--- src/rtl/vec_cfg_pkg.sv ---
/* Fixed datapath and register file sizes shared by every block of the vector unit
   Referenced by scoped name, never imported */
`default_nettype none

package vec_cfg_pkg;

    localparam int DATA_W   = 32;
    localparam int VREG_NUM = 8;
    localparam int VREG_W   = 3;
    localparam int ROW_W    = 4;  // Row index field, up to 16 rows per vector

    typedef logic [VREG_W-1:0] vreg_idx_t;
    typedef logic [DATA_W-1:0] elem_t;

endpackage

`default_nettype wire

--- src/rtl/load_buffer.sv ---
/* Show-ahead FIFO of incoming load rows; every pop hands one credit back to the sender */
`timescale 1ns/1ps
`default_nettype none

module load_buffer #(
    parameter int VLANE_NUM      = 4,
    parameter int LOAD_BUF_DEPTH = 4
) (
    input  wire                                     clk_i,
    input  wire                                     rst_n_i,
    input  wire                                     push_i,
    input  wire vec_cfg_pkg::elem_t [VLANE_NUM-1:0] push_row_i,
    input  wire                                     pop_i,
    output vec_cfg_pkg::elem_t [VLANE_NUM-1:0]      pop_row_o,
    output logic                                    not_empty_o,
    output logic                                    credit_o
);

    localparam int PTR_W = (LOAD_BUF_DEPTH > 1) ? $clog2(LOAD_BUF_DEPTH) : 1;
    localparam int CNT_W = $clog2(LOAD_BUF_DEPTH + 1);

    vec_cfg_pkg::elem_t [VLANE_NUM-1:0] mem_q [LOAD_BUF_DEPTH];
    logic [PTR_W-1:0]                   wr_ptr_q;
    logic [PTR_W-1:0]                   rd_ptr_q;
    logic [CNT_W-1:0]                   count_q;
    logic                               do_push;
    logic                               do_pop;

    function automatic logic [PTR_W-1:0] ptr_inc(input logic [PTR_W-1:0] p);
        return (p == PTR_W'(LOAD_BUF_DEPTH - 1)) ? '0 : p + 1'b1;
    endfunction

    assign not_empty_o = (count_q != '0);
    assign do_pop      = pop_i && not_empty_o;
    assign do_push     = push_i && (count_q != CNT_W'(LOAD_BUF_DEPTH));
    assign pop_row_o   = mem_q[rd_ptr_q];  // Head row

    always_ff @(posedge clk_i) begin
        if (do_push) begin
            mem_q[wr_ptr_q] <= push_row_i;
        end
    end

    always_ff @(posedge clk_i) begin
        if (!rst_n_i) begin
            wr_ptr_q <= '0;
            rd_ptr_q <= '0;
            count_q  <= '0;
            credit_o <= 1'b0;
        end else begin
            if (do_push) wr_ptr_q <= ptr_inc(wr_ptr_q);
            if (do_pop) rd_ptr_q <= ptr_inc(rd_ptr_q);
            count_q  <= count_q + CNT_W'(do_push) - CNT_W'(do_pop);
            credit_o <= do_pop;  // One credit per freed entry
        end
    end

endmodule

`default_nettype wire

--- config.mk ---
export PLATFORM = sky130hd
export DESIGN_NAME = load_buffer
export DESIGN_NICKNAME = d
export VERILOG_FILES = /design/src/rtl/vec_cfg_pkg.sv /design/src/rtl/load_buffer.sv
export SDC_FILE = /design/constraint.sdc
export NUM_CORES = 1
export LEC_CHECK = 0
export BUFFER_PORTS_ARGS = -buffer_cell sky130_fd_sc_hd__buf_2
export CORE_MARGIN = 2
export CORE_UTILIZATION = 45
export DETAILED_ROUTE_END_ITERATION = 6
export HOLD_SLACK_MARGIN = 0.08
export SETUP_SLACK_MARGIN = 0.3
export SLEW_MARGIN = 15
export SYNTH_ARGS = -nofsm -noshare
export SYNTH_HDL_FRONTEND = slang
export SYNTH_SLANG_ARGS = --single-unit
--- constraint.sdc ---
create_clock -name clk_i -period 3.7 [get_ports clk_i]
set_input_delay 0.74 -clock clk_i [delete_from_list [all_inputs] [get_ports clk_i]]
set_output_delay 0.74 -clock clk_i [all_outputs]
set_load 0.01 [all_outputs]
==> impl_metrics.toml <==
[grt]
grt_max_degree = 84
grt_use_total_pct = 16.7
grt_overflow = 0
grt_pass1_vias = 8792
grt_pass1_wl_mm = 54.5
antenna_found_initial = 6

[cts]
hold_buffers = 0
clock_path_buffers = 3
postCtsSetupBuffers = 0
clk_pin_slew_ns = 0.06
cts_tree = "yes"
root_buffer = "clkbuf_16"
ctsResizeCount = 0
insertion_delay_ns = 0.58
cts_buffers = 54
h-tree-depth = 2
clock_sinks = 522

[sta]
finalHoldViolCount = 0
rsz0062_at_grt = "no"
setup_viol = 0
worst_slew_pin_slew_ns = 0.630
slew_headroom_pct = 58.0
fmax_mhz = 331
period_share_pct = 81.6
final.setup.tns_ns = 0
setup_ws_ns = 0.681
finalCriticalPeriod_ns = 3.02
finalClockSkew_ns = 0.0101
slew_viol_final = 0

[setup_path]
slowest_stage = "mux4_2"
worstSetupPathType = "reg2out"
cp_slowest_stage_delay_ns = 0.62
cp-end-kind = "primary output"
cp.required_ns = 2.96
startpoint_type = "flip-flop"
cp_cell_sequence = "buf_12 > mux4_2 > buf_2"
reg2regPathDepth = 10
worstPathMaxFanout = 58
worstPathArrival_ns = 2.28

[layout]
fin_area_um2 = 22800
final_nets = 1162
area_delta_synth_final_pct = 19.6
drive_above_1_share_pct = 46.0
fillCellCount = 3192
finalNonFillerCells = 1605

[hold_path]
min_path_type = "in2reg"
min_path_cells = 1

[synthesis]
synth_seq_area_share_pct = 81.6
synth_top_family_by_area = "multiplexers"
netlist_instances = 720
synth_xor_area_share_pct = 0.0459
synthSimpleGateAreaFrac_pct = 0.643
yosys_register_bits = 522
synth.avg_cell_area_um2 = 26.5
synthMuxAreaShare_pct = 15.2
syn_area_um2 = 19100
synth_edf_count = 512
synthFlopType = "edfxtp_1"
synth_warnings = 0
ys_types = 27
synth-compound-area-share_pct = 0.157
syn-num-nets = 860
synthArstFlopShare_pct = 0
synth_fa_ha_area_share_pct = 0.564

[route]
via_per_inst = 5.30
via_count = 8500
firstDrtPassIters = 6
drc = 0
drt_iter0_markers = 602
finalWirelength_mm = 36.4
wl_per_cell_um = 22.7
antenna_left = 0

[placement]
placed_cell_area_um2 = 21000
dpl.cell_count = 1505
hpwl_mm = 21.3
pre_cts_slack_ns = 1.17
place_congestion = 0.712
io_buffer_count = 261

[pwr]
leakagePower_nw = 7.61
finalPower_w = 0.0162
powerDensity_nw_per_um2 = 709
ir_drop_v = 0.000398

[outcome]
status = "completed"

[floorplan]
initial_core_util_pct = 45.6
die_width_um = 210
io_pins = 262
rows = 75
dieArea_um2 = 44100
core_um2 = 41900
die_h_um = 210

[run]
cap_violations = 0
-- flip-flops by register name, indices dropped and copies added (netlist names), named ones only --
name,cells
wr_ptr_q,2
credit_o,1
rd_ptr_q,2
mem_q,512
count_q,3
-- per-layer routing --
metal  wire length, um  global-route usage, %  part of all wire (%)
met4               821                   4.67                   2.3
met2             17500                   25.6                    48
met3              2460                   5.31                   6.7
met5                57                      0                  0.16
met1             15600                   23.2                    43
-- layout by cell type (no fill, tap or decap) --
master / synthesis / final
a21oi_1: 1 / 1
and2_1: 2 / 2
and2_4: 1 / 1
and3_4: 0 / 4
buf_12: 10 / 13
buf_2: 13 / 261
bufinv_16: 0 / 8
clkbuf_1: 1 / 8
clkbuf_16: 0 / 55
clkinv_1: 0 / 13
clkinv_2: 0 / 7
clkinv_4: 0 / 1
clkinvlp_4: 0 / 4
dfxtp_1: 10 / 8
dfxtp_4: 0 / 2
diode_2: 0 / 1
edfxtp_1: 512 / 512
fa_1: 1 / 1
ha_1: 7 / 7
inv_1: 7 / 7
inv_6: 0 / 3
mux2i_1: 1 / 1
mux4_2: 128 / 128
nand2_1: 4 / 4
nand3_1: 1 / 1
nand4_1: 1 / 1
nor2_1: 4 / 4
nor3_1: 1 / 1
o21ai_0: 1 / 1
o31ai_1: 1 / 1
o31ai_2: 1 / 1
or3_1: 1 / 1
or3_2: 1 / 1
or3b_4: 1 / 1
xor2_1: 1 / 1
-- through the flow --
step	hold WS, ns	util, %
6_report	0.364	54.5
5_1_grt	0.329	54.5
4_1_cts	0.322	54.5
3_5_place_dp	0.487	50.2
3_3_place_gp	0.508	50.2
2_1_floorplan	0.463	-
-- cell type report --
class / instances / area, um^2 / area share [%]
clock buffer: 63 / 1410 / 6.16
antenna: 1 / 2.50 / 0.0110
inverter: 7 / 26.3 / 0.115
timing repair buffer: 274 / 1570 / 6.86
tap: 539 / 674 / 2.95
multi-input combinational: 163 / 3180 / 13.9
clock inverter: 36 / 389 / 1.70
sequential: 522 / 15600 / 68.3
-- critical path, delay by kind of cell (launching register included) --
family / cells / cell delay [ns]
muxes: 1 / 0.62
buffers and inverters: 2 / 0.48
DFF: 1 / 0.39
-- kinds of logic after synthesis --
logic type | after synthesis
adders and majority gates | 8
and+or+nand+nor | 21
AOI/OAI and AO/OA | 4
muxes | 129
buffers and inverters | 35
DFF | 522
xor gates and xnor gates | 1
-- cell usage after synthesis, drive strengths merged, types with 2 or more instances --
library cell / count / area, um^2
and3: 4 / 30.0
nor2: 4 / 15.0
mux4: 128 / 2880
and2: 3 / 21.3
or3: 2 / 13.8
dfxtp: 10 / 200
nand2: 4 / 15.0
inv: 7 / 26.3
edfxtp: 512 / 15400
buf: 27 / 310
ha: 7 / 87.6
o31ai: 2 / 20.0
-- report_power, final --
part	leakage, nW	switching (W)	internal [W]
clock	0.866	0.00217	0.00327
combinational	1.97	0.00177	0.00154
sequential	4.77	0.000181	0.00725
total	7.61	0.00412	0.0121
-- path summary, 6_finish.rpt --
| path | from | end | slack (ns) |
|---|---|---|---|
| worst max-delay path | flip-flop | pop_row_o[78] | 0.68 |
| worst min-delay path | push_row_i[68] | mem_q[3][68]$_DFFE_PP_ | 0.36 |
| worst max register to register | count_q[1]$_SDFF_PN0_ | count_q[2]$_SDFF_PN0_ | 1.26 |
| worst min register to register | wr_ptr_q[1]$_SDFFE_PN0P_ | wr_ptr_q[1]$_SDFFE_PN0P_ | 0.50 |
Note: power is estimated with default switching activity, not from simulation.
