[src/rtl/vec_cfg_pkg.sv]
/* Fixed datapath and register file sizes shared by every block of the vector unit
   Referenced by scoped name, never imported */
`default_nettype none

package vec_cfg_pkg;

    localparam int DATA_W   = 32;
    localparam int VREG_NUM = 8;
    localparam int VREG_W   = 3;
    localparam int ROW_W    = 4;  // Row index field, up to 16 rows per vector

    typedef logic [VREG_W-1:0] vreg_idx_t;
    typedef logic [DATA_W-1:0] elem_t;

endpackage

`default_nettype wire

[src/rtl/vec_isa_pkg.sv]
/* Instruction word, opcodes, ALU functions and the per-row control word
   that the driver sends through the interconnect into every lane */
`default_nettype none

package vec_isa_pkg;

    typedef enum logic [2:0] {
        OP_ALU        = 3'd0,
        OP_LOAD       = 3'd1,
        OP_STORE      = 3'd2,
        OP_SLIDE_UP   = 3'd3,
        OP_SLIDE_DOWN = 3'd4
    } opcode_e;

    typedef enum logic [2:0] {
        FN_ADD  = 3'd0,
        FN_SUB  = 3'd1,
        FN_AND  = 3'd2,
        FN_OR   = 3'd3,
        FN_XOR  = 3'd4,
        FN_SLL  = 3'd5,
        FN_SRL  = 3'd6,
        FN_MINU = 3'd7
    } alu_fn_e;

    // ALU and slide view
    typedef struct packed {
        opcode_e                opcode;
        alu_fn_e                fn;
        vec_cfg_pkg::vreg_idx_t vd;
        vec_cfg_pkg::vreg_idx_t vs1;
        vec_cfg_pkg::vreg_idx_t vs2;
        logic                   rsvd;
    } alu_fmt_t;

    // Load and store view
    typedef struct packed {
        opcode_e                opcode;
        vec_cfg_pkg::vreg_idx_t vreg;
        logic [9:0]             rsvd;
    } mem_fmt_t;

    typedef union packed {
        alu_fmt_t alu;
        mem_fmt_t mem;
    } vec_instr_u;

    typedef enum logic [1:0] {
        WB_NONE  = 2'd0,
        WB_ALU   = 2'd1,
        WB_LOAD  = 2'd2,
        WB_SLIDE = 2'd3
    } wb_src_e;

    typedef struct packed {
        logic                         valid;
        logic [vec_cfg_pkg::ROW_W-1:0] row;
        vec_cfg_pkg::vreg_idx_t       vs1;
        vec_cfg_pkg::vreg_idx_t       vs2;
        vec_cfg_pkg::vreg_idx_t       vd;
        alu_fn_e                      fn;
        wb_src_e                      wb_src;
        logic                         slide_up;   // Ring direction for slides
        logic                         store_row;  // Row goes out on the store port
    } row_ctrl_t;

endpackage

`default_nettype wire

[src/rtl/vec_seq_driver.sv]
/* Accepts one instruction at a time, decodes it and issues its rows to the lanes,
   stalling on an empty load buffer or on exhausted store credits */
`timescale 1ns/1ps
`default_nettype none

module vec_seq_driver #(
    parameter int ELEMS_PER_LANE = 2,
    parameter int STORE_CREDITS  = 2
) (
    input  wire                          clk_i,
    input  wire                          rst_n_i,
    input  wire vec_isa_pkg::vec_instr_u instr_i,
    input  wire                          instr_valid_i,
    output logic                         instr_ready_o,
    input  wire                          load_avail_i,
    output logic                         load_pop_o,
    input  wire                          store_credit_i,
    output vec_isa_pkg::row_ctrl_t       row_ctrl_o
);

    localparam int CRED_W = $clog2(STORE_CREDITS + 1);
    localparam int ROW_W  = vec_cfg_pkg::ROW_W;

    vec_isa_pkg::row_ctrl_t dec;
    vec_isa_pkg::row_ctrl_t tmpl_q;  // Decoded fields of the current instruction
    logic                   busy_q;
    logic [ROW_W-1:0]       row_q;
    logic [1:0]             drain_q;
    logic [CRED_W-1:0]      credits_q;
    logic                   accept;
    logic                   res_ok;
    logic                   issue;
    logic                   last_row;
    logic                   store_issue;

    assign accept = instr_valid_i && instr_ready_o;

    ////////////////////
    // Decode
    always_comb begin
        dec = '0;
        dec.vd  = instr_i.alu.vd;
        dec.vs1 = instr_i.alu.vs1;
        dec.vs2 = instr_i.alu.vs2;
        dec.fn  = instr_i.alu.fn;
        case (instr_i.alu.opcode)
            vec_isa_pkg::OP_ALU: dec.wb_src = vec_isa_pkg::WB_ALU;
            vec_isa_pkg::OP_LOAD: begin
                dec.vd     = instr_i.mem.vreg;
                dec.wb_src = vec_isa_pkg::WB_LOAD;
            end
            vec_isa_pkg::OP_STORE: begin
                dec.vs1       = instr_i.mem.vreg;  // Store data comes from the vs1 read
                dec.wb_src    = vec_isa_pkg::WB_NONE;
                dec.store_row = 1'b1;
            end
            vec_isa_pkg::OP_SLIDE_UP: begin
                dec.wb_src   = vec_isa_pkg::WB_SLIDE;
                dec.slide_up = 1'b1;
            end
            vec_isa_pkg::OP_SLIDE_DOWN: dec.wb_src = vec_isa_pkg::WB_SLIDE;
            default: dec.wb_src = vec_isa_pkg::WB_NONE;  // Unknown opcode, rows do nothing
        endcase
    end

    always_ff @(posedge clk_i) begin
        if (accept) begin
            tmpl_q <= dec;
        end
    end

    ////////////////////
    // Issue
    assign res_ok = (tmpl_q.wb_src == vec_isa_pkg::WB_LOAD) ? load_avail_i :
                    tmpl_q.store_row ? (credits_q != '0) : 1'b1;
    assign issue       = busy_q && res_ok;
    assign last_row    = (row_q == ROW_W'(ELEMS_PER_LANE - 1));
    assign store_issue = issue && tmpl_q.store_row;
    assign load_pop_o  = issue && (tmpl_q.wb_src == vec_isa_pkg::WB_LOAD);

    always_comb begin
        row_ctrl_o       = tmpl_q;
        row_ctrl_o.valid = issue;
        row_ctrl_o.row   = row_q;
    end

    always_ff @(posedge clk_i) begin
        if (!rst_n_i) begin
            busy_q        <= 1'b0;
            row_q         <= '0;
            drain_q       <= '0;
            instr_ready_o <= 1'b1;
        end else begin
            if (accept) begin
                busy_q        <= 1'b1;
                row_q         <= '0;
                instr_ready_o <= 1'b0;
            end else if (issue) begin
                if (last_row) begin
                    busy_q  <= 1'b0;
                    drain_q <= 2'd2;  // Ready again 3 cycles after the last row
                end else begin
                    row_q <= row_q + 1'b1;
                end
            end
            if (drain_q != '0) begin
                drain_q <= drain_q - 1'b1;
                if (drain_q == 2'd1) begin
                    instr_ready_o <= 1'b1;
                end
            end
        end
    end

    // Store credits, spent at issue and returned by the receiver
    always_ff @(posedge clk_i) begin
        if (!rst_n_i) begin
            credits_q <= CRED_W'(STORE_CREDITS);
        end else begin
            credits_q <= credits_q - CRED_W'(store_issue) + CRED_W'(store_credit_i);
        end
    end

endmodule

`default_nettype wire

[config.mk]
export PLATFORM = sky130hd
export DESIGN_NAME = vec_seq_driver
export DESIGN_NICKNAME = d
export VERILOG_FILES = /design/src/rtl/vec_cfg_pkg.sv /design/src/rtl/vec_isa_pkg.sv /design/src/rtl/vec_seq_driver.sv
export SDC_FILE = /design/constraint.sdc
export NUM_CORES = 1
export LEC_CHECK = 0
export ABC_AREA = 1
export BUFFER_PORTS_ARGS = -buffer_cell sky130_fd_sc_hd__buf_2
export CAP_MARGIN = 20
export CORE_MARGIN = 1
export CORE_UTILIZATION = 48
export CTS_CLUSTER_SIZE = 24
export DETAILED_ROUTE_END_ITERATION = 10
export PLACE_DENSITY = 0.77
export SLEW_MARGIN = 15
export SYNTH_ARGS = -nofsm -noshare
export SYNTH_HDL_FRONTEND = slang
export SYNTH_SLANG_ARGS = --single-unit
[constraint.sdc]
create_clock -name clk_i -period 2.05 [get_ports clk_i]
set_input_delay 0.615 -clock clk_i [delete_from_list [all_inputs] [get_ports clk_i]]
set_output_delay 0.615 -clock clk_i [all_outputs]
set_load 0.02 [all_outputs]
==> flow_metrics.tcl <==
set metrics [dict create \
    timing.critical_path.slowest_stage_cell "sky130_fd_sc_hd__edfxtp_1" \
    floorplan.core_area_sq_um 2450 \
    clock-sinks 26 \
    ctsRootBufferMaster "sky130_fd_sc_hd__clkbuf_4" \
    final_critical_path_setup_slack_ns -0.0470 \
    cap_violations 0 \
    tritoncts.num_buffers 3 \
    critPathKind "reg -> out" \
    hold_path_class "in -> reg" \
    antenna_found_initial 0 \
    power_density_nw_per_um2 925 \
    rr_endpoint "credits_q[1]" \
    drc 1 \
    place_hpwl_um 1780 \
    critPathMaxFanout 4 \
    grt_pass1_vias 974 \
    synthArstFlopShare_pct 0 \
    cts_tree "built" \
    syn_inst 131 \
    synth_fp_nets 158 \
    reg2reg_depth 9 \
    drv_slew 0 \
    postPlaceCellArea_sq_um 1490 \
    dp_slack_ns 0.0567 \
    worstPathArrival_ns 1.48 \
    timing.final.setup_violations 1 \
    nFillCells 203 \
    initial_core_util_pct 50.4 \
    kind_of_cell_adding_the_most_delay_to_the_critical_path "flip-flops" \
    die_height_um 52.8 \
    cp_num_cells 6 \
    max_stage_delay_ns 0.55 \
    worstPathBufferInverterCount 3 \
    synthDistinctLibCells 25 \
    share_of_cells_above_drive_strength_1_pct 37.7 \
    mapped_cell_area_sq_um 1240 \
    setup.worst_path.end "load_pop_o" \
    ios 44 \
    pin_count_of_the_biggest_net_entering_global_routing 18 \
    finalInstanceArea_sq_um 1620 \
    first_pass_grt_wire_length_um 3950 \
    globalplace.congestion 0.774 \
    cts.clk_slew.worst_paths_ns 0.14 \
    grt_usage_pct 19.7 \
    yosysSeqAreaShare_pct 55.1 \
    synth_ff_type "sky130_fd_sc_hd__edfxtp_1" \
    worst_ir_drop_vdd_mv 0.662 \
    reg2reg_slack_ns 0.33 \
    drt-vias-per-instance 4.96 \
    routed_wire_length_per_instance_um 11.8 \
    rsz_0062_raised_after_global_routing "true" \
    failed_checks "DRC, setup timing" \
    ys.warnings.count 0 \
    outcome "complete, but fails checks" \
    path_cells "nand3b_2, nand3_4, inv_4, nand3_2, inv_2, buf_6" \
    clock_insertion_delay_worst_skew_ns 0.32 \
    port_buffers 42 \
    routed_wirelength_um 2500 \
    areaGrowthSynthToFinish_pct 30.9 \
    insertedDiodeCount 0 \
    synth_area_per_cell_sq_um 9.44 \
    vias 1056 \
    hold_buffers 0 \
    timing_worst_slew_pin_value_ns 0.294 \
    fin_worst_skew_ns 0.00440 \
    die_width_um 52.8 \
    postSynthRegisterBits 26 \
    required_ns 1.43 \
    report.final.hold_viol_count 0 \
    final_antenna_violating_net_count 0 \
    cp-start-kind "register" \
    rr_startpoint "row_ctrl_o[3]" \
    final.min_clock_period_ns 2.10 \
    max_slew_margin_pct 80.4 \
    final_net_count 211 \
    totalPowerFinal_mw 1.50 \
    number_of_flops_mapped_to_enable_cells_by_yosys 16 \
    ctsLongestPathBuffers 2 \
    ctsHtreeMaxLevel 1 \
    finalCritPeriodShare_pct 102 \
    p_leak_nw 0.782 \
    crit_start "row_ctrl_o[3]" \
    max_freq_mhz 477 \
    worstSetupEndpointType "output port" \
    std_cell_rows 18 \
    initialDrtViolationCount 15 \
    drt_pass1_iterations 7 \
    grt_overflow 0 \
    design.die.area_sq_um 2780 \
]
==> kinds of logic after synthesis <==
kind of cell,count (synthesis),synth area share (%)
buffers and inverters,29,9.11
adder cells (fa/ha/maj),6,6.07
flip-flops,26,55.1
XOR/XNOR,2,1.42
AO/OA/AOI/OAI,17,7.59
AND/OR/NAND/NOR,51,20.8
==> where the power goes <==
group	internal (mW)	switching, mW
Combinational	0.175	0.274
Clock	0.198	0.151
Sequential	0.647	0.0516
==> worst min path at each step <==
stage | from | cells past startpoint | to | slack [ns]
2_1_floorplan | drain_q[1] | 1 | instr_ready_o | 0.48
3_3_place_gp | row_q[3] | 2 | row_q[3] | 0.49
3_5_place_dp | row_q[3] | 2 | row_q[3] | 0.49
4_1_cts | instr_i[3] | 1 | row_ctrl_o[12] | 0.45
5_1_grt | instr_i[3] | 1 | row_ctrl_o[12] | 0.44
6_report | instr_i[3] | 1 | row_ctrl_o[12] | 0.46
==> layout make-up <==
class / instances / area, sq um / area share, %
sequential: 26 / 681 / 42.1
multi-input combinational: 76 / 470 / 29.1
timing repair buffer: 49 / 269 / 16.6
inverter: 28 / 108 / 6.65
tap: 30 / 37.5 / 2.32
clock inverter: 1 / 30.0 / 1.86
clock buffer: 3 / 22.5 / 1.39
==> registers in the layout, summed over array words and instances (netlist names) <==
| signal | count |
|---|---|
| drain_q | 2 |
| busy_q | 1 |
| instr_ready_o | 1 |
| row_q | 4 |
| credits_q | 2 |
| row_ctrl_o | 16 |
==> per-layer routing <==
layer / vias up / track usage (%) / wire (um)
met1: 491 / 21.3 / 971
met2: 36 / 38.0 / 1410
met3: 2 / 3.48 / 111
li1: 527 / - / -
met5: - / 0 / 0
met4: 0 / 5.70 / 13
==> metrics by stage <==
step	cells	TNS, ns	utilization (%)	hold slack (ns)
finish	213	-0.0470	65.9	0.461
floorplan	131	0	-	0.478
global route	213	-0.135	65.9	0.439
global placement	204	0	60.8	0.486
CTS	211	0	64.6	0.451
detailed placement	204	0	60.8	0.490
==> placed cells by master (no fill, tap or decap), drive strengths merged, types with 6 or more instances in the layout <==
cell	netlist	layout
buf	1	49
inv	28	28
nand2	22	22
edfxtp	16	16
nor2	12	12
dfxtp	10	10
nand3	10	10
o21ai	8	8
a21oi	7	7
ha	6	6
==> what timing repair did <==
| action | CTS | global route |
|---|---|---|
| setup buffers | 3 | 2 |
| endpoints found under the setup margin | 1 | 2 |
| endpoints found under the hold margin | 0 | 0 |
| resized for setup | 4 | 5 |
==> synthesized netlist by cell type (4+ instances only) <==
cell type / number / area share, %
sky130_fd_sc_hd__nand2_1: 22 / 6.7
sky130_fd_sc_hd__o21ai_0: 6 / 2.4
sky130_fd_sc_hd__nor2_1: 10 / 3.0
sky130_fd_sc_hd__nand3_1: 8 / 3.2
sky130_fd_sc_hd__inv_1: 24 / 7.3
sky130_fd_sc_hd__a21oi_1: 6 / 2.4
sky130_fd_sc_hd__edfxtp_1: 16 / 39
sky130_fd_sc_hd__dfxtp_1: 10 / 16
sky130_fd_sc_hd__inv_2: 4 / 1.2
sky130_fd_sc_hd__ha_1: 6 / 6.1
(Power assumes the default switching activity.)
