File: src/rtl/vec_cfg_pkg.sv
/* Fixed datapath and register file sizes shared by every block of the vector unit
   Referenced by scoped name, never imported */
`default_nettype none

package vec_cfg_pkg;

    localparam int DATA_W   = 32;
    localparam int VREG_NUM = 8;
    localparam int VREG_W   = 3;
    localparam int ROW_W    = 4;  // Row index field, up to 16 rows per vector

    typedef logic [VREG_W-1:0] vreg_idx_t;
    typedef logic [DATA_W-1:0] elem_t;

endpackage

`default_nettype wire

File: src/rtl/vec_isa_pkg.sv
/* Instruction word, opcodes, ALU functions and the per-row control word
   that the driver sends through the interconnect into every lane */
`default_nettype none

package vec_isa_pkg;

    typedef enum logic [2:0] {
        OP_ALU        = 3'd0,
        OP_LOAD       = 3'd1,
        OP_STORE      = 3'd2,
        OP_SLIDE_UP   = 3'd3,
        OP_SLIDE_DOWN = 3'd4
    } opcode_e;

    typedef enum logic [2:0] {
        FN_ADD  = 3'd0,
        FN_SUB  = 3'd1,
        FN_AND  = 3'd2,
        FN_OR   = 3'd3,
        FN_XOR  = 3'd4,
        FN_SLL  = 3'd5,
        FN_SRL  = 3'd6,
        FN_MINU = 3'd7
    } alu_fn_e;

    // ALU and slide view
    typedef struct packed {
        opcode_e                opcode;
        alu_fn_e                fn;
        vec_cfg_pkg::vreg_idx_t vd;
        vec_cfg_pkg::vreg_idx_t vs1;
        vec_cfg_pkg::vreg_idx_t vs2;
        logic                   rsvd;
    } alu_fmt_t;

    // Load and store view
    typedef struct packed {
        opcode_e                opcode;
        vec_cfg_pkg::vreg_idx_t vreg;
        logic [9:0]             rsvd;
    } mem_fmt_t;

    typedef union packed {
        alu_fmt_t alu;
        mem_fmt_t mem;
    } vec_instr_u;

    typedef enum logic [1:0] {
        WB_NONE  = 2'd0,
        WB_ALU   = 2'd1,
        WB_LOAD  = 2'd2,
        WB_SLIDE = 2'd3
    } wb_src_e;

    typedef struct packed {
        logic                         valid;
        logic [vec_cfg_pkg::ROW_W-1:0] row;
        vec_cfg_pkg::vreg_idx_t       vs1;
        vec_cfg_pkg::vreg_idx_t       vs2;
        vec_cfg_pkg::vreg_idx_t       vd;
        alu_fn_e                      fn;
        wb_src_e                      wb_src;
        logic                         slide_up;   // Ring direction for slides
        logic                         store_row;  // Row goes out on the store port
    } row_ctrl_t;

endpackage

`default_nettype wire

File: src/rtl/lane_alu.sv
/* Combinational element ALU of a lane */
`timescale 1ns/1ps
`default_nettype none

module lane_alu (
    input  wire vec_isa_pkg::alu_fn_e fn_i,
    input  wire vec_cfg_pkg::elem_t   a_i,
    input  wire vec_cfg_pkg::elem_t   b_i,
    output vec_cfg_pkg::elem_t        y_o
);

    always_comb begin
        case (fn_i)
            vec_isa_pkg::FN_ADD:  y_o = a_i + b_i;
            vec_isa_pkg::FN_SUB:  y_o = a_i - b_i;
            vec_isa_pkg::FN_AND:  y_o = a_i & b_i;
            vec_isa_pkg::FN_OR:   y_o = a_i | b_i;
            vec_isa_pkg::FN_XOR:  y_o = a_i ^ b_i;
            vec_isa_pkg::FN_SLL:  y_o = a_i << b_i[4:0];  // Shift amount from low bits of b
            vec_isa_pkg::FN_SRL:  y_o = a_i >> b_i[4:0];
            vec_isa_pkg::FN_MINU: y_o = (a_i < b_i) ? a_i : b_i;
            default:              y_o = a_i;
        endcase
    end

endmodule

`default_nettype wire

File: src/rtl/vrf_bank.sv
/* Register-file bank of one lane, two registered read ports and one write port */
`timescale 1ns/1ps
`default_nettype none

module vrf_bank #(
    parameter int  ELEMS_PER_LANE = 2,
    localparam int DEPTH          = vec_cfg_pkg::VREG_NUM * ELEMS_PER_LANE,
    localparam int ADDR_W         = $clog2(DEPTH)
) (
    input  wire                     clk_i,
    input  wire [ADDR_W-1:0]        raddr_a_i,
    input  wire [ADDR_W-1:0]        raddr_b_i,
    output vec_cfg_pkg::elem_t      rdata_a_o,
    output vec_cfg_pkg::elem_t      rdata_b_o,
    input  wire                     we_i,
    input  wire [ADDR_W-1:0]        waddr_i,
    input  wire vec_cfg_pkg::elem_t wdata_i
);

    vec_cfg_pkg::elem_t mem_q [DEPTH];

    always_ff @(posedge clk_i) begin
        if (we_i) begin
            mem_q[waddr_i] <= wdata_i;
        end
        rdata_a_o <= mem_q[raddr_a_i];  // Old data on a same-address write
        rdata_b_o <= mem_q[raddr_b_i];
    end

endmodule

`default_nettype wire

File: src/rtl/vector_lane.sv
/* One vector lane: register-file read stage, then execute and write-back into
   the lane's own bank from the ALU, the load word or the slide ring */
`timescale 1ns/1ps
`default_nettype none

module vector_lane #(
    parameter int ELEMS_PER_LANE = 2
) (
    input  wire                         clk_i,
    input  wire                         rst_n_i,
    input  wire vec_isa_pkg::row_ctrl_t ctrl_i,
    input  wire vec_cfg_pkg::elem_t     load_data_i,
    input  wire vec_cfg_pkg::elem_t     slide_data_i,
    output vec_cfg_pkg::elem_t          slide_data_o,
    output vec_cfg_pkg::elem_t          rd_data_o,
    output logic                        store_valid_o
);

    localparam int ADDR_W = $clog2(vec_cfg_pkg::VREG_NUM * ELEMS_PER_LANE);

    vec_isa_pkg::row_ctrl_t ctrl_q;
    vec_cfg_pkg::elem_t     load_q;
    vec_cfg_pkg::elem_t     rdata_a;
    vec_cfg_pkg::elem_t     rdata_b;
    vec_cfg_pkg::elem_t     alu_y;
    vec_cfg_pkg::elem_t     wdata;
    logic [ADDR_W-1:0]      raddr_a;
    logic [ADDR_W-1:0]      raddr_b;
    logic [ADDR_W-1:0]      waddr;
    logic                   we;

    // Register-major layout, rows of one register are adjacent
    function automatic logic [ADDR_W-1:0] bank_addr(
        input vec_cfg_pkg::vreg_idx_t         vreg,
        input logic [vec_cfg_pkg::ROW_W-1:0] row
    );
        return ADDR_W'(int'(vreg) * ELEMS_PER_LANE + int'(row));
    endfunction

    ////////////////////
    // Read stage
    assign raddr_a = bank_addr(ctrl_i.vs1, ctrl_i.row);
    assign raddr_b = bank_addr(ctrl_i.vs2, ctrl_i.row);

    always_ff @(posedge clk_i) begin
        if (!rst_n_i) begin
            ctrl_q <= '0;
        end else begin
            ctrl_q <= ctrl_i;
        end
    end

    always_ff @(posedge clk_i) begin
        load_q <= load_data_i;
    end

    vrf_bank #(
        .ELEMS_PER_LANE(ELEMS_PER_LANE)
    ) vrf_bank_inst (
        .clk_i    (clk_i),
        .raddr_a_i(raddr_a),
        .raddr_b_i(raddr_b),
        .rdata_a_o(rdata_a),
        .rdata_b_o(rdata_b),
        .we_i     (we),
        .waddr_i  (waddr),
        .wdata_i  (wdata)
    );

    ////////////////////
    // Execute and write
    lane_alu lane_alu_inst (
        .fn_i(ctrl_q.fn),
        .a_i (rdata_a),
        .b_i (rdata_b),
        .y_o (alu_y)
    );

    always_comb begin
        case (ctrl_q.wb_src)
            vec_isa_pkg::WB_LOAD:  wdata = load_q;
            vec_isa_pkg::WB_SLIDE: wdata = slide_data_i;
            default:               wdata = alu_y;
        endcase
    end

    assign we            = ctrl_q.valid && (ctrl_q.wb_src != vec_isa_pkg::WB_NONE);
    assign waddr         = bank_addr(ctrl_q.vd, ctrl_q.row);
    assign slide_data_o  = rdata_a;  // vs1 element onto the ring
    assign rd_data_o     = rdata_a;
    assign store_valid_o = ctrl_q.valid && ctrl_q.store_row;

endmodule

`default_nettype wire

File: config.mk
export PLATFORM = sky130hd
export DESIGN_NAME = vector_lane
export DESIGN_NICKNAME = d
export VERILOG_FILES = /design/src/rtl/vec_cfg_pkg.sv /design/src/rtl/vec_isa_pkg.sv /design/src/rtl/lane_alu.sv /design/src/rtl/vrf_bank.sv /design/src/rtl/vector_lane.sv
export SDC_FILE = /design/constraint.sdc
export NUM_CORES = 1
export LEC_CHECK = 0
export BUFFER_PORTS_ARGS = -buffer_cell sky130_fd_sc_hd__buf_2
export CORE_UTILIZATION = 44
export CTS_BUF_LIST = sky130_fd_sc_hd__clkbuf_16
export DETAILED_ROUTE_END_ITERATION = 8
export PLACE_DENSITY = 0.7
export SLEW_MARGIN = 20
export SYNTH_ARGS = -nofsm -noshare
export SYNTH_HDL_FRONTEND = slang
export SYNTH_SLANG_ARGS = --single-unit
File: constraint.sdc
create_clock -name clk_i -period 8.4 [get_ports clk_i]
set_input_delay 1.26 -clock clk_i [delete_from_list [all_inputs] [get_ports clk_i]]
set_output_delay 1.26 -clock clk_i [all_outputs]
set_load 0.01 [all_outputs]
==> results of run 1 <==
[stage by stage]
step	worst slack, ns	area, um2	hold slack, ns	std cells
final	2.917	39570	0.7412	3743
after global routing	2.881	39570	0.7254	3743
after CTS	2.859	39470	0.7134	3738
after detailed placement	2.869	37270	0.7803	3617
after global placement	2.910	37260	0.7702	3616
after floorplan	4.371	35520	0.7613	2573
[metal layers]
| layer | vias to the layer above | track usage [%] | part of all wire (%) |
|---|---|---|---|
| met1 | 12920 | 40.03 | 40 |
| met2 | 1600 | 43.55 | 46 |
| met3 | 218 | 5.541 | 11 |
| met4 | 0 | 9.599 | 3.2 |
| met5 | - | 0 | 0 |
| li1 | 10450 | - | - |
[state kept, by name (all words and copies together) (netlist names)]
register / cells
vrf_bank_inst.rdata_a_o: 32
vrf_bank_inst.mem_q: 512
vrf_bank_inst.rdata_b_o: 32
ctrl_q: 14
load_q: 32
[layout make-up]
type	count	area [um2]	share of cell area (%)
clock buffer	66	1652	4.174
tap	1050	1314	3.320
inverter	98	367.9	0.9297
multi-input combinational	1624	16740	42.32
timing repair buffer	228	1354	3.422
sequential	622	17590	44.45
clock inverter	55	549.3	1.388
[cells by family (layout without fill, tap and decap cells)]
| logic type | count (synthesis) | after routing | share of synthesized area, % |
|---|---|---|---|
| flip-flops | 622 | 622 | 49.48 |
| AO/OA/AOI/OAI | 553 | 553 | 10.61 |
| AND/OR/NAND/NOR | 494 | 494 | 6.566 |
| multiplexers | 450 | 450 | 24.84 |
| buffers and inverters | 327 | 447 | 4.157 |
| adder cells (fa/ha/maj) | 105 | 105 | 3.804 |
| XOR/XNOR | 22 | 22 | 0.5425 |
[final timing paths]
| path | to | slack (ns) | start | cells after the start |
|---|---|---|---|---|
| worst max-delay path | vrf_bank_inst.mem_q[7][7] | 2.92 | vrf_bank_inst.rdata_a_o[7] | 12 |
| worst min-delay path | load_q[21] | 0.74 | load_data_i[21] | 1 |
| worst max register to register | vrf_bank_inst.mem_q[7][7] | 2.92 | vrf_bank_inst.rdata_a_o[7] | 12 |
| worst min register to register | vrf_bank_inst.rdata_a_o[30] | 0.79 | vrf_bank_inst.mem_q[4][30] | 2 |
[worst max-delay path, cell delays in order, from the launching register on]
cell and delay, ns:
dfxtp_1 0.77, inv_1 0.27, ha_1 0.54, inv_2 0.11
a21oi_1 0.27, o32ai_1 0.21, or3_1 0.48, nand3_2 0.21
a21o_1 0.63, buf_4 0.40, nand3_1 0.11, a21oi_1 0.17
a2bb2oi_1 0.94
[where the power goes]
group	switching (mW)	internal [mW]	total [mW]
Clock	1.22	1.75	2.97
Combinational	2.74	1.47	4.21
Sequential	0.226	3.81	4.04
[placed cells by master, fill, tap and decap left out, types with 12 or more instances in the layout]
master	n
edfxtp_1	512
mux4_2	344
nor2_1	186
buf_2	151
a21oi_1	139
inv_1	105
dfxtp_1	104
ha_1	98
mux2i_1	94
o21ai_0	93
nand2_1	85
buf_4	71
clkbuf_16	66
nand3_1	52
nor3_1	37
a22oi_1	33
a211oi_1	29
and2_1	23
o22ai_1	20
a21o_1	19
o221ai_1	18
nor2_4	17
xnor2_1	17
nand2b_1	16
o31ai_1	15
clkinv_1	13
o211ai_1	13
a221oi_1	13
or3_1	12
==> summary.md, run 1 <==
| Metric | Value |
|---|---|
| Layout cells sized above 1 | `28.11%` |
| Hpwl dp | `75.27 mm` |
| Final global-route overflow total | `0` |
| Post-Syn Instances | `2,573` |
| Top-count cell post-synth | `edfxtp_1` |
| Starting Density | `44.74%` |
| CP Launch Type | `flip-flop` |
| CP Capture Type | `flip-flop` |
| Critical path fanouts, max | `16` |
| Sequential share of the synthesized area | `49.48%` |
| DR WL/cell | `around 31 um` |
| Drt first pass iters | `6` |
| Top_reg_cell synth | `edfxtp_1` |
| CTS tree | `built` |
| First-pass GRT wire length | `169.1 mm` |
| Synthesized area | `35,520 um2` |
| Row cnt | `103` |
| Largest net degree at the start of global routing | `122` |
| Buffers on Ports | `150` |
| Slew @ Worst Pin | `1.175 ns` |
| Antenna violations before repair | `1` |
| Worst rel slew slack | `a little over a fifth` |
| Final slew viol count | `0` |
| Setup-failing EPs final | `0` |
| Worst-path clk slew | `0.06 ns` |
| Kind of critical path | `reg -> reg` |
| Post-Route Utilization | `49.84%` |
| PD cells | `~280 nW/um2` |
| Yosys cell types | `94` |
| Clock buffer depth | `3` |
| Core Area | `79,390 um2` |
| Die ar. | `81,870 um2` |
| Leak Pwr | `13.70 nW` |
| I/O pin cnt | `152` |
| Clock Skews | `approximately 0.027 ns` |
| Post-route ant nets | `0` |
| CTS Sinks | `622` |
| Share of synthesized flip-flops with an asynchronous set or reset | `0%` |
| First-iteration detailed-routing DRC count | `3,315` |
| Post-layout min period | `around 5.5 ns` |
| CTS H-tree lvls | `3` |
| WP data arrival | `5.72 ns` |
| Vias in the first global route | `24,850` |
| Width of the die | `286.1 um` |
| RSZ-0062 raised after global routing | `no` |
| Max Clk Rate | `0.1824 GHz` |
| Fin. Hold Viols | `0` |
| Clk root buf | `clkbuf_16` |
| Tcrit/Tclk final | `65.28%` |
| Drt drc | `0` |
| Synth warn | `0` |
| Die Y | `286.1 um` |
| Cells resized by post-CTS repair | `0` |
| Top cell type's share of synthesized area | `43.28%` |
| Clk_lat worst skew | `between 0.6 and 0.7 ns` |
| Fillers | `6,718` |
| Global-route usage over all layers | `28.22%` |
| Post-synth top area cell | `edfxtp_1` |
| Max-Cap Viols | `0` |
| Synth Register Bits | `622` |
| Critical Path RT | `8.64 ns` |
| Detailed Route WL | `116.0 mm` |
| Number of flops mapped to enable cells by yosys | `just over 500` |
| Top cells by count, synth | `edfxtp_1 (512), mux4_2 (344), nor2_1 (204)` |
| Antenna diode count | `0` |
| Setup TNS | `0 ns` |
| GPL Wtd Cong | `1.044` |
| Total CTS buffers | `66` |
| Vias | `25,190` |
| Synthesized area per cell | `13.81 um2` |
| Design Power | `11.22 mW` |
| Postcts setup bufs | `0` |
| Layout Nets | `2,832` |
| Via density per instance | `6.729` |
| Top cells by area, synth | `edfxtp_1 (43%), mux4_2 (22%), dfxtp_1 (6.2%)` |
| Area Overhead vs Synth | `11.39%` |
| Status | `completed` |
| Hold Buf Count CTS | `0` |
| Syn_nets | `2,765` |
| VDD IR max | `0.1313 mV` |
| Worst Hold Class | `in -> reg` |
Note: power is estimated with default switching activity, not from simulation.
==> run 2, diff against run 1 <==
--- a/config.mk
+++ b/config.mk
@@ -9,7 +9,7 @@
 export CORE_UTILIZATION = 44
 export CTS_BUF_LIST = sky130_fd_sc_hd__clkbuf_16
 export DETAILED_ROUTE_END_ITERATION = 8
-export PLACE_DENSITY = 0.7
+export PLACE_DENSITY = 0.72
 export SLEW_MARGIN = 20
 export SYNTH_ARGS = -nofsm -noshare
 export SYNTH_HDL_FRONTEND = slang
==> constraint.sdc (replaced) <==
create_clock -name clk_i -period 4.9 [get_ports clk_i]
set_input_delay 0.735 -clock clk_i [delete_from_list [all_inputs] [get_ports clk_i]]
set_output_delay 0.735 -clock clk_i [all_outputs]
set_load 0.01 [all_outputs]
==> summary.md, run 2 (synthesis results as in run 1) <==
| Metric | Value |
|---|---|
| Status | `completed` |
| Layout cells sized above 1 | `between 20% and 30%` |
| CP cell instances | `inv_1 -> ha_1 -> nor4_2 -> nand4_1 -> o21ai_1 -> buf_4 -> or3_1 -> nand3_2 -> buf_4 -> a21oi_2 -> buf_4 -> o21ai_0 -> a21oi_1 -> o41a_1` |
| Critical path's most frequent cell | `buf_4` |
| Post-route ant nets | `0` |
| Clock Skews | `~0.024 ns` |
| Tcrit/Tclk final | `89.37%` |
| GPL Wtd Cong | `approximately 1.0` |
| Critical path fanouts, max | `23` |
| Vias in the first global route | `25,650` |
| I/O pin cnt | `152` |
| Worst-path clk slew | `around 0.07 ns` |
| Area after DPL | `38,020 um2` |
| Width of the die | `between 200 and 300 um` |
| Most common cell after layout, fill and taps aside | `edfxtp_1` |
| Via density per instance | `6.686` |
| Core Area | `roughly 79,000 um2` |
| Clk_lat worst skew | `~0.62 ns` |
| Met2 wire length | `58.49 mm` |
| Worst Hold Class | `in -> reg` |
| CTS H-tree lvls | `3` |
| Post-layout min period | `4.379 ns` |
| DR WL/cell | `31.39 um` |
| Row cnt | `103` |
| P_int | `12.18 mW` |
| R2R Path End | `vrf_bank_inst.mem_q[15][16]` |
| Max-Cap Viols | `0` |
| Routed wl met3 | `11.29 mm` |
| RSZ-0062 raised after global routing | `no` |
| Layout Nets | `2,918` |
| WP data arrival | `4.69 ns` |
| Vias | `25,610` |
| Buffers on Ports | `150` |
| Antenna violations before repair | `3` |
| Critical path's top delay family | `compound AO/OA/AOI/OAI gates` |
| CP Launch Type | `flip-flop` |
| CP bufs+invs | `4` |
| Slew @ Worst Pin | `1.119 ns` |
| CP Capture Type | `flip-flop` |
| Max Clk Rate | `0.2283 GHz` |
| CTS tree | `built` |
| Top Metal Used | `met4` |
| Clock buffer depth | `3` |
| Design area | `40,200 um2` |
| Reg power frac | `34.3%` |
| Kind of critical path | `reg -> reg` |
| Starting Density | `around 45%` |
| First-pass GRT wire length | `175.0 mm` |
| Hold Path Stages | `1` |
| Setup-failing EPs final | `0` |
| Most flops, register | `vrf_bank_inst.mem_q` |
| Critical Path RT | `5.21 ns` |
| Max FFs per register | `around 510` |
| Die Y | `roughly 290 um` |
| Design Power | `19.69 mW` |
| Setup TNS | `0 ns` |
| VDD IR max | `0.2632 mV` |
| Clk root buf | `clkbuf_16` |
| Final slew viol count | `0` |
| Drt drc | `0` |
| Worst r2r path cells | `14` |
| First-iteration detailed-routing DRC count | `3,694` |
| Largest net degree at the start of global routing | `129` |
| PD cells | `489.9 nW/um2` |
| Detailed Route WL | `between 100 and 150 mm` |
| Hpwl dp | `83.86 mm` |
| Crit-path slowest cell | `o41a_1` |
| Leak Pwr | `about 14 nW` |
| Most frequent cells in the layout | `edfxtp_1 (512), mux4_2 (344), nor2_1 (186)` |
| Switch Pwr | `roughly 7.5 mW` |
| Area Overhead vs Synth | `13.17%` |
| Worst rel slew slack | `25.25%` |
| Hold Buf Count CTS | `0` |
| Clock Power Share | `between 20 and 30%` |
| Worst R2R Start | `vrf_bank_inst.rdata_b_o[11]` |
| WL met1 | `44.63 mm` |
| Logic pwr share | `40.1%` |
| Hold Crit Start | `load_data_i[17]` |
| Switching portion of total power | `between 30% and 40%` |
| Total CTS buffers | `66` |
| Global-route usage over all layers | `29.30%` |
| Drt first pass iters | `8` |
| Die ar. | `81,870 um2` |
| Final global-route overflow total | `0` |
| Crit path largest cell delay | `around 0.66 ns` |
| Cells resized by post-CTS repair | `0` |
| Postcts setup bufs | `0` |
| Antenna diode count | `0` |
| Reg-to-reg slack, setup | `0.52 ns` |
| Fin. Hold Viols | `0` |
| CTS Sinks | `622` |
| Worst Hold Endpoint | `load_q[17]` |
run 2: cell types whose count changed in the layout (fill, tap and decap cells not counted), moves of 3 or more:
cell / previous run / this run
bufinv_16: 10 / 7
clkinv_1: 13 / 16
buf_12: 1 / 9
buf_4: 71 / 153
clkbuf_4: 4 / 1
a2bb2oi_2: 9 / 0
a2bb2oi_1: 2 / 11
run 2: area by class of cell:
cell class	instances	area [um2]
Fill cell	6602	39190
Sequential cell	622	17590
Multi-Input combinational cell	1624	16660
Timing Repair Buffer	314	2102
Clock buffer	66	1652
Tap cell	1050	1314
Clock inverter	56	516.7
Inverter	98	367.9
run 2: through the flow:
stage          cells  utilization (%)  hold WS [ns]  setup slack [ns]
6_report        3830            50.64        0.2169            0.5207
4_1_cts         3829            50.62        0.1931            0.4694
2_1_floorplan   2573                -        0.7613            0.8713
5_1_grt         3830            50.64        0.2075            0.3901
3_3_place_gp    3705            47.87        0.7735            0.5274
3_5_place_dp    3707            47.89        0.7839            0.4848
run 2: worst max-delay path by stage:
stage | end | start | slack [ns] | cells past startpoint
after CTS | vrf_bank_inst.mem_q[15][1] | vrf_bank_inst.rdata_a_o[0] | 0.47 | 15
after detailed placement | vrf_bank_inst.mem_q[13][1] | vrf_bank_inst.rdata_a_o[0] | 0.48 | 15
after global routing | vrf_bank_inst.mem_q[13][23] | vrf_bank_inst.rdata_b_o[1] | 0.39 | 12
after global placement | vrf_bank_inst.mem_q[14][30] | vrf_bank_inst.rdata_a_o[0] | 0.53 | 14
final | vrf_bank_inst.mem_q[15][16] | vrf_bank_inst.rdata_b_o[11] | 0.52 | 14
after floorplan | vrf_bank_inst.mem_q[0][26] | vrf_bank_inst.rdata_b_o[1] | 0.87 | 13
run 2: layer usage:
| layer | vias to the layer above | global-route usage [%] |
|---|---|---|
| met3 | 304 | 5.048 |
| met1 | 12990 | 37.80 |
| met4 | 0 | 13.34 |
| li1 | 10620 | - |
| met2 | 1694 | 48.45 |
| met5 | - | 0 |
run 2: worst reg2reg max path, stage by stage (launching register included):
cell	delay, ns
dfxtp_1	0.43
inv_1	0.12
ha_1	0.33
nor4_2	0.46
nand4_1	0.15
o21ai_1	0.28
buf_4	0.18
or3_1	0.28
nand3_2	0.16
buf_4	0.18
a21oi_2	0.15
buf_4	0.36
o21ai_0	0.15
a21oi_1	0.18
o41a_1	0.66
run 2: power by group through the flow:
stage,Sequential (mW),Clock [mW],Combinational [mW]
after global routing,6.76,5.28,8.34
after detailed placement,6.85,0,7.66
after floorplan,6.87,0,4.78
final,6.75,5.04,7.91
after global placement,6.84,0,7.55
after CTS,6.74,5.10,7.69
